File: src/as2650_pkg.sv
`default_nettype none

package as2650_pkg;

	typedef logic [7:0] byte_t; // Bus and register data
	typedef logic [12:0] addr_t; // 8K address space
	typedef logic [1:0] reg_sel_t; // 0 picks r0
	typedef logic [1:0] cc_t; // 00 zero, 01 positive, 10 negative
	typedef logic [2:0] alu_op_t; // Instruction bits 7:5
	typedef logic [1:0] mode_t; // Instruction bits 3:2

	// Operation field
	localparam alu_op_t op_lod = 3'd0;
	localparam alu_op_t op_eor = 3'd1;
	localparam alu_op_t op_and = 3'd2;
	localparam alu_op_t op_ior = 3'd3;
	localparam alu_op_t op_add = 3'd4;
	localparam alu_op_t op_sub = 3'd5;
	localparam alu_op_t op_str = 3'd6;
	localparam alu_op_t op_com = 3'd7;

	// Addressing modes, relative (2) is not decoded
	localparam mode_t mode_zero = 2'd0;
	localparam mode_t mode_imm = 2'd1;
	localparam mode_t mode_abs = 2'd3;

	localparam byte_t opc_halt = 8'h40; // Sits in the andz r0 slot
	localparam byte_t opc_nop = 8'hC0; // Sits in the strz r0 slot
	localparam byte_t opc_ppsl = 8'h77;
	localparam byte_t opc_cpsl = 8'h75;
	localparam byte_t opc_bcta_base = 8'h1C; // Low two bits hold the condition
	localparam byte_t opc_bcfa_base = 8'h9C;

	// PSL bit positions
	localparam int psl_cc_lo = 6; // CC occupies bits 7:6
	localparam int psl_idc = 5;
	localparam int psl_rs = 4;
	localparam int psl_wc = 3;
	localparam int psl_ovf = 2;
	localparam int psl_com = 1;
	localparam int psl_c = 0;

	typedef enum logic [3:0] {
		st_fetch,
		st_decode,
		st_arg,
		st_abs_lo,
		st_operand,
		st_execute,
		st_write,
		st_write_end,
		st_branch_lo,
		st_halted
	} seq_state_t;

endpackage

`default_nettype wire

File: src/as2650.sv
`timescale 1ns/1ps
`default_nettype none

module as2650 #(
	parameter as2650_pkg::addr_t reset_vector = '0
) (
	input logic clk,
	input logic reset,
	output as2650_pkg::addr_t adr,
	input as2650_pkg::byte_t dbus_in,
	output as2650_pkg::byte_t dbus_out,
	output logic oeb,
	output logic rw,
	output logic opreq,
	output logic wrp
);
	import as2650_pkg::*;

	logic rs;
	reg_sel_t rd_sel;
	byte_t rd_data;
	byte_t r0_data;
	logic reg_wr_en;
	reg_sel_t reg_wr_sel;
	byte_t reg_wr_data;
	alu_op_t alu_op;
	byte_t alu_a;
	byte_t alu_b;
	logic with_carry;
	logic carry_in;
	logic logical_compare;
	byte_t alu_result;
	cc_t alu_cc;
	logic alu_carry;
	logic alu_idc;
	logic alu_ovf;

	as2650_sequencer #(
		.reset_vector(reset_vector)
	) u_sequencer (
		.clk(clk),
		.reset(reset),
		.adr(adr),
		.dbus_in(dbus_in),
		.dbus_out(dbus_out),
		.opreq(opreq),
		.rw(rw),
		.wrp(wrp),
		.oeb(oeb),
		.rs(rs),
		.rd_sel(rd_sel),
		.rd_data(rd_data),
		.r0_data(r0_data),
		.reg_wr_en(reg_wr_en),
		.reg_wr_sel(reg_wr_sel),
		.reg_wr_data(reg_wr_data),
		.alu_op(alu_op),
		.alu_a(alu_a),
		.alu_b(alu_b),
		.with_carry(with_carry),
		.carry_in(carry_in),
		.logical_compare(logical_compare),
		.alu_result(alu_result),
		.alu_cc(alu_cc),
		.alu_carry(alu_carry),
		.alu_idc(alu_idc),
		.alu_ovf(alu_ovf)
	);

	as2650_regfile u_regfile (
		.clk(clk),
		.reset(reset),
		.rs(rs),
		.rd_sel(rd_sel),
		.rd_data(rd_data),
		.r0_data(r0_data),
		.wr_en(reg_wr_en),
		.wr_sel(reg_wr_sel),
		.wr_data(reg_wr_data)
	);

	as2650_alu u_alu (
		.op(alu_op),
		.a(alu_a),
		.b(alu_b),
		.with_carry(with_carry),
		.carry_in(carry_in),
		.logical_compare(logical_compare),
		.result(alu_result),
		.cc(alu_cc),
		.carry_out(alu_carry),
		.idc_out(alu_idc),
		.ovf_out(alu_ovf)
	);

endmodule

`default_nettype wire

File: src/as2650_alu.sv
`timescale 1ns/1ps
`default_nettype none

module as2650_alu (
	input as2650_pkg::alu_op_t op,
	input as2650_pkg::byte_t a,
	input as2650_pkg::byte_t b,
	input logic with_carry,
	input logic carry_in,
	input logic logical_compare,
	output as2650_pkg::byte_t result,
	output as2650_pkg::cc_t cc,
	output logic carry_out,
	output logic idc_out,
	output logic ovf_out
);
	import as2650_pkg::*;

	byte_t b_eff; // Inverted for subtract
	logic cin;
	logic [8:0] sum;
	logic [4:0] nib_sum; // Low nibble only, for IDC
	logic a_gt_b;
	logic a_lt_b;

	assign b_eff = (op == op_sub) ? ~b : b;

	always_comb begin
		if (op == op_sub) begin
			cin = with_carry ? carry_in : 1'b1; // Carry set means no borrow
		end else begin
			cin = with_carry & carry_in;
		end
	end

	assign sum = {1'b0, a} + {1'b0, b_eff} + {8'b0, cin};
	assign nib_sum = {1'b0, a[3:0]} + {1'b0, b_eff[3:0]} + {4'b0, cin};

	assign carry_out = sum[8];
	assign idc_out = nib_sum[4];
	assign ovf_out = (a[7] == b_eff[7]) && (sum[7] != a[7]);

	always_comb begin
		case (op)
			op_eor: result = a ^ b;
			op_and: result = a & b;
			op_ior: result = a | b;
			op_add, op_sub: result = sum[7:0];
			op_lod, op_str, op_com: result = b; // Operand passes straight through
		endcase
	end

	assign a_gt_b = logical_compare ? (a > b) : ($signed(a) > $signed(b));
	assign a_lt_b = logical_compare ? (a < b) : ($signed(a) < $signed(b));

	always_comb begin
		if (op == op_com) begin
			cc = a_gt_b ? 2'b01 : (a_lt_b ? 2'b10 : 2'b00);
		end else if (result[7]) begin
			cc = 2'b10;
		end else if (result != '0) begin
			cc = 2'b01;
		end else begin
			cc = 2'b00;
		end
	end

endmodule

`default_nettype wire

File: src/as2650_regfile.sv
`timescale 1ns/1ps
`default_nettype none

module as2650_regfile (
	input logic clk,
	input logic reset,
	input logic rs,
	input as2650_pkg::reg_sel_t rd_sel,
	output as2650_pkg::byte_t rd_data,
	output as2650_pkg::byte_t r0_data,
	input logic wr_en,
	input as2650_pkg::reg_sel_t wr_sel,
	input as2650_pkg::byte_t wr_data
);
	import as2650_pkg::*;

	byte_t r0; // Shared by both banks
	byte_t banks [2][3]; // r1 to r3, one row per bank
	logic [1:0] rd_idx;
	logic [1:0] wr_idx;

	assign rd_idx = rd_sel - 2'd1;
	assign wr_idx = wr_sel - 2'd1;
	assign r0_data = r0;

	always_comb begin
		if (rd_sel == 2'd0) begin
			rd_data = r0;
		end else begin
			rd_data = banks[rs][rd_idx];
		end
	end

	always_ff @(posedge clk) begin
		if (reset) begin
			r0 <= '0;
			for (int b = 0; b < 2; b++) begin
				for (int i = 0; i < 3; i++) begin
					banks[b][i] <= '0;
				end
			end
		end else if (wr_en) begin
			if (wr_sel == 2'd0) begin
				r0 <= wr_data;
			end else begin
				banks[rs][wr_idx] <= wr_data; // RS picks the bank
			end
		end
	end

endmodule

`default_nettype wire

File: src/as2650_sequencer.sv
`timescale 1ns/1ps
`default_nettype none

module as2650_sequencer #(
	parameter as2650_pkg::addr_t reset_vector = '0
) (
	input logic clk,
	input logic reset,
	output as2650_pkg::addr_t adr,
	input as2650_pkg::byte_t dbus_in,
	output as2650_pkg::byte_t dbus_out,
	output logic opreq,
	output logic rw,
	output logic wrp,
	output logic oeb,
	output logic rs,
	output as2650_pkg::reg_sel_t rd_sel,
	input as2650_pkg::byte_t rd_data,
	input as2650_pkg::byte_t r0_data,
	output logic reg_wr_en,
	output as2650_pkg::reg_sel_t reg_wr_sel,
	output as2650_pkg::byte_t reg_wr_data,
	output as2650_pkg::alu_op_t alu_op,
	output as2650_pkg::byte_t alu_a,
	output as2650_pkg::byte_t alu_b,
	output logic with_carry,
	output logic carry_in,
	output logic logical_compare,
	input as2650_pkg::byte_t alu_result,
	input as2650_pkg::cc_t alu_cc,
	input logic alu_carry,
	input logic alu_idc,
	input logic alu_ovf
);
	import as2650_pkg::*;

	seq_state_t state;
	addr_t pc;
	byte_t ir; // Opcode of the running instruction
	byte_t hold; // Immediate or memory operand
	byte_t addr_hi; // First byte of an absolute address
	byte_t psl;
	alu_op_t ir_op;
	logic zero_mode;
	logic writes_reg;
	logic updates_cc;
	logic cc_match;
	logic branch_taken;

	function automatic logic is_alu(byte_t code);
		return !code[4] && code != opc_halt && code != opc_nop &&
			(code[3:2] == mode_zero || code[3:2] == mode_imm || code[3:2] == mode_abs);
	endfunction

	function automatic logic is_branch(byte_t code);
		return code[7:2] == opc_bcta_base[7:2] || code[7:2] == opc_bcfa_base[7:2];
	endfunction

	assign ir_op = ir[7:5];
	assign zero_mode = (ir[3:2] == mode_zero);
	assign writes_reg = (ir_op != op_com) && (zero_mode || ir_op != op_str); // No stri
	assign updates_cc = writes_reg || ir_op == op_com;

	// Bit 7 of the opcode tells bcfa from bcta
	assign cc_match = (psl[psl_cc_lo +: 2] == ir[1:0]);
	assign branch_taken = ir[7] ? !cc_match : (cc_match || ir[1:0] == 2'b11);

	assign oeb = ~rw;
	assign rs = psl[psl_rs];
	assign rd_sel = ir[1:0];
	assign alu_op = ir_op;
	assign with_carry = psl[psl_wc];
	assign carry_in = psl[psl_c];
	assign logical_compare = psl[psl_com];

	// Zero mode works on r0 and rN, strz moves r0 out to rN
	assign alu_a = zero_mode ? r0_data : rd_data;
	assign alu_b = !zero_mode ? hold : (ir_op == op_str ? r0_data : rd_data);
	assign reg_wr_en = (state == st_execute) && !ir[4] && writes_reg;
	assign reg_wr_sel = (zero_mode && ir_op != op_str) ? 2'd0 : ir[1:0];
	assign reg_wr_data = alu_result;

	always_ff @(posedge clk) begin
		if (reset) begin
			state <= st_fetch;
			pc <= reset_vector;
			adr <= reset_vector;
			ir <= opc_nop;
			psl <= '0;
			opreq <= 1'b0;
			rw <= 1'b0;
			wrp <= 1'b0;
		end else begin
			case (state)
				st_fetch: begin
					opreq <= 1'b1;
					rw <= 1'b0;
					adr <= pc;
					pc <= pc + 1'b1;
					state <= st_decode;
				end
				st_decode: begin
					ir <= dbus_in;
					if (dbus_in == opc_halt) begin
						opreq <= 1'b0;
						state <= st_halted;
					end else if (is_alu(dbus_in) && dbus_in[3:2] == mode_zero) begin
						opreq <= 1'b0; // Both operands already in registers
						state <= st_execute;
					end else if (is_alu(dbus_in) || is_branch(dbus_in) ||
						dbus_in == opc_ppsl || dbus_in == opc_cpsl) begin
						adr <= pc;
						pc <= pc + 1'b1;
						state <= st_arg;
					end else begin
						opreq <= 1'b0; // Unknown opcodes behave as nop
						state <= st_fetch;
					end
				end
				st_arg: begin
					if (ir[3:2] == mode_abs) begin
						addr_hi <= dbus_in;
						adr <= pc;
						pc <= pc + 1'b1;
						state <= is_branch(ir) ? st_branch_lo : st_abs_lo;
					end else begin
						hold <= dbus_in;
						opreq <= 1'b0;
						state <= st_execute;
					end
				end
				st_abs_lo: begin
					adr <= {addr_hi[4:0], dbus_in}; // Indirect and index bits ignored
					if (ir_op == op_str) begin
						rw <= 1'b1;
						dbus_out <= rd_data;
						state <= st_write;
					end else begin
						state <= st_operand;
					end
				end
				st_operand: begin
					hold <= dbus_in;
					opreq <= 1'b0;
					state <= st_execute;
				end
				st_execute: begin
					if (ir == opc_ppsl) begin
						psl <= psl | hold;
					end else if (ir == opc_cpsl) begin
						psl <= psl & ~hold;
					end else if (updates_cc) begin
						psl[psl_cc_lo +: 2] <= alu_cc;
						if (ir_op == op_add || ir_op == op_sub) begin
							psl[psl_c] <= alu_carry;
							psl[psl_idc] <= alu_idc;
							psl[psl_ovf] <= alu_ovf;
						end
					end
					state <= st_fetch;
				end
				st_write: begin
					wrp <= 1'b1;
					state <= st_write_end;
				end
				st_write_end: begin
					wrp <= 1'b0;
					opreq <= 1'b0;
					rw <= 1'b0;
					state <= st_fetch;
				end
				st_branch_lo: begin
					if (branch_taken) begin
						pc <= {addr_hi[4:0], dbus_in};
					end
					opreq <= 1'b0;
					state <= st_fetch;
				end
				st_halted: begin
					state <= st_halted; // Only reset gets out of here
				end
				default: begin
					state <= st_fetch;
				end
			endcase
		end
	end

endmodule

`default_nettype wire

File: config.mk
export PLATFORM = sky130hd
export DESIGN_NAME = as2650
export DESIGN_NICKNAME = d
export VERILOG_FILES = /design/src/as2650_pkg.sv /design/src/as2650.sv /design/src/as2650_alu.sv /design/src/as2650_regfile.sv /design/src/as2650_sequencer.sv
export SDC_FILE = /design/constraint.sdc
export NUM_CORES = 1
export LEC_CHECK = 0
export BUFFER_PORTS_ARGS = -buffer_cell sky130_fd_sc_hd__buf_2
export CORE_MARGIN = 2
export CORE_UTILIZATION = 45
export CTS_BUF_LIST = sky130_fd_sc_hd__clkbuf_2 sky130_fd_sc_hd__clkbuf_4 sky130_fd_sc_hd__clkbuf_8
export CTS_CLUSTER_SIZE = 16
export DETAILED_ROUTE_END_ITERATION = 7
export GPL_ROUTABILITY_DRIVEN = 0
export SLEW_MARGIN = 20
export SYNTH_ARGS = -nofsm -noshare
export SYNTH_HDL_FRONTEND = slang
export SYNTH_HIERARCHICAL = 1
export SYNTH_SLANG_ARGS = --single-unit
File: constraint.sdc
create_clock -name clk -period 9.5 [get_ports clk]
set_clock_uncertainty 0.2 [all_clocks]
set_input_delay 0.95 -clock clk [delete_from_list [all_inputs] [get_ports clk]]
set_output_delay 0.95 -clock clk [all_outputs]
set_load 0.02 [all_outputs]
==> flow_summary_export.csv <==
group,metric,value,unit
global_routing,grt_first_pass_wirelength,30.64,mm
floorplan,die_height,134.3,µm
timing,slew-limit-headroom,26.85,%
synth,ys.warnings.count,6,
power_and_ir_drop,p_comb_share,20.9,%
finish,post_route_cells_drive_above_1_share,15.16,%
floorplan,chipWidth,134.3,µm
setup_path,rr_worst_depth,19,
setup_path,worst_path_max_delay_cell,"dfxtp_1",
clocking,clk-insertion-delay-late,0.46,ns
finish,multi_input_area,0.004051,mm²
power_and_ir_drop,power.ir.vdd_worst,0.09336,mV
timing,period_share,57.51,%
power_and_ir_drop,p_switching,416.2,µW
floorplan,ios,35,
synth,average_instance_area_after_synthesis,9.605,µm²
global_routing,grt_pass1_vias,5757,
timing,finalCriticalPeriod,5.463,ns
min_path,hold_path_depth,2,
placed_design,dpl.cell_count,1004,
setup_path,crit-reg2reg-capture,"u_sequencer/psl[6]",
finish,post-route-cell-area,0.008292,mm²
timing,grt_setup_unrepaired,"false",
finish,layout.filler_cells,1560,
setup_path,worst_stage_delay_on_the_critical_path,0.72,ns
setup_path,critical_path_depth,19,
floorplan,area_of_the_die,0.01803,mm²
setup_path,worst_path_dominant_cell_family,"compound AO/OA/AOI/OAI gates",
setup_path,crit_path_max_fanout,16,
timing,final_hold_viol_count,0,
setup_path,path_cells,"inv_1, ha_1, nand2b_1, o2bb2ai_1, mux2_2, nand2_1, a31oi_1, xnor2_1, fa_1, inv_1, fa_1, nand2b_1, a21oi_1, nor2_1, o31ai_1, nor4_2, o32ai_1, o21ai_0, a211oi_1",
floorplan,fp.coreArea,0.01658,mm²
floorplan,initial_core_util,46.05,%
finish,post_layout_nets,850,
finish,layout.area.seq,0.003174,mm²
finish,area_delta_synth_final,8.586,%
outcome,outcome,"finished, final reports clean",
routing,drc,0,
timing,setup_viol,0,
power_and_ir_drop,power_per_cell_area,161.5,mW/mm²
global_routing,track_usage,22.03,%
power_and_ir_drop,leakagePower,3.031,nW
clocking,cts_inserted_buffers,17,
min_path,worstHoldPathType,"reg -> reg",
floorplan,rows,47,
placed_design,io_buffer_count,34,
power_and_ir_drop,p_int,922.8,µW
power_and_ir_drop,clock_power_share,33.8,%
routing,wl_per_cell,18.50,µm
clocking,clk_transition_reported_paths,0.07,ns
clocking,clock_sink_count,124,
routing,avgViaCountPerCell,5.752,
routing,drt_iter0_drc,528,
placed_design,place_area,0.007886,mm²
setup_path,timing.rr.start,"u_sequencer/ir[0]",
clocking,setup_repair_bufs_after_cts,0,
clocking,cts-htree-levels,4,
routing,finalWirelength,19.21,mm
power_and_ir_drop,pwr-share-seq,45.3,%
finish,final_cell_count_no_fill,1038,
finish,number_of_antenna_diodes,0,
timing,slew_violations,0,
clocking,cts_hold_buf,0,
setup_path,rrSetupSlack,4.04,ns
timing,slew_at_the_pin_closest_to_its_max_slew_limit,1.095,ns
timing,max_clock_freq,183.0,MHz
setup_path,setup.worst_path.class,"reg -> reg",
synth,mappedNetlistArea,0.007636,mm²
routing,antenna_violating_nets_post_route,0,
global_routing,globalRoute.totalOverflow,0,
synth,synthesis.nets,840,
setup_path,cp_data_arrival_time,5.64,ns
setup_path,cp-end-kind,"flop",
power_and_ir_drop,switching_share,31.08,%
clocking,cts_buffer_depth,2,
clocking,post_cts_resize_count,0,
placed_design,detailed_place_hpwl,13.52,mm
clocking,root_buffer,"clkbuf_8",
global_routing,antenna_violations_before_repair,0,
setup_path,cp_data_required_time,9.67,ns
global_routing,grt_max_degree,71,
routing,drt_first_pass_iters,5,
timing,setup_tns,0,ns
setup_path,worst-path-buf-inv,2,
setup_path,critical_path.startpoint_type,"flop",
clocking,tritoncts,"done",
job,cap_violations,0,
synth,synthCells,795,
routing,via_count,5971,
==> layout make-up <==
class                      count  share of cell area, %
sequential                   124                  38.28
timing repair buffer          47                  3.274
multi-input combinational    578                  48.86
clock inverter                13                  1.509
tap                          220                  3.320
inverter                      37                  1.675
clock buffer                  19                  3.078
==> metal layers <==
| layer | share of wire [%] | GRT usage (%) | up-vias |
|---|---|---|---|
| li1 | - | - | 2890 |
| met1 | 44 | 28.41 | 2890 |
| met2 | 49 | 36.51 | 156 |
| met3 | 4.1 | 3.968 | 35 |
| met4 | 2.5 | 9.298 | 0 |
| met5 | 0 | 0 | - |
==> worst min-delay path, cell delays in order (launching register included) <==
cell and delay [ns]:
dfxtp_1 0.32, nand2_1 0.05, a21oi_1 0.05
==> power by group through the flow <==
stage / Clock (mW) / Combinational, mW / Sequential, mW
finish: 0.453 / 0.280 / 0.606
global route: 0.487 / 0.308 / 0.609
CTS: 0.461 / 0.276 / 0.607
detailed placement: 0 / 0.275 / 0.618
global placement: 0 / 0.269 / 0.617
floorplan: 0 / 0.208 / 0.620
==> through the flow <==
stage | worst slack, ns | hold slack (ns) | total power [mW] | util [%]
final | 4.037 | 0.2660 | 1.339 | 50.00
after global routing | 3.605 | 0.2834 | 1.404 | 50.00
after global placement | 4.272 | 0.2534 | 0.8860 | 47.56
after CTS | 4.053 | 0.2687 | 1.344 | 49.85
after detailed placement | 4.056 | 0.2582 | 0.8932 | 47.56
after floorplan | 4.841 | 0.2363 | 0.8281 | -
==> worst max-delay path by stage <==
stage,startpoint,to
3_5_place_dp,flop,u_sequencer/psl[6]
4_1_cts,flop,u_sequencer/psl[6]
6_report,u_sequencer/ir[0],u_sequencer/psl[6]
2_1_floorplan,u_sequencer/ir[0],u_sequencer/psl[6]
3_3_place_gp,flop,u_sequencer/psl[6]
5_1_grt,u_sequencer/ir[0],u_sequencer/psl[6]
==> sequential cells by signal (all words and copies together) (netlist names), named ones only <==
signal / flops
u_regfile/banks: 48
u_sequencer/state: 4
u_regfile/r0_data: 8
u_sequencer/ir: 8
u_sequencer/wrp: 1
u_sequencer/rw: 1
u_sequencer/psl: 3
u_sequencer/addr_hi: 5
u_sequencer/pc: 13
u_sequencer/opreq: 1
u_sequencer/hold: 8
u_sequencer/adr: 13
u_sequencer/dbus_out: 8
==> placed cells by master, fill, tap and decap left out, types with 10 or more instances in the layout <==
| cell type | n |
|---|---|
| edfxtp_1 | 69 |
| nor2_1 | 68 |
| nand2_1 | 66 |
| a21oi_1 | 54 |
| dfxtp_1 | 54 |
| and2_1 | 41 |
| inv_1 | 36 |
| buf_2 | 34 |
| mux2i_1 | 34 |
| ha_1 | 33 |
| nand2b_1 | 27 |
| o21ai_0 | 21 |
| a211oi_1 | 19 |
| clkbuf_8 | 18 |
| mux2_2 | 18 |
| nand3_1 | 15 |
| nor3_1 | 14 |
| buf_4 | 12 |
| nand3b_1 | 12 |
| a31oi_1 | 11 |
| xnor2_1 | 10 |
Power figures use the tool's default switching activity.
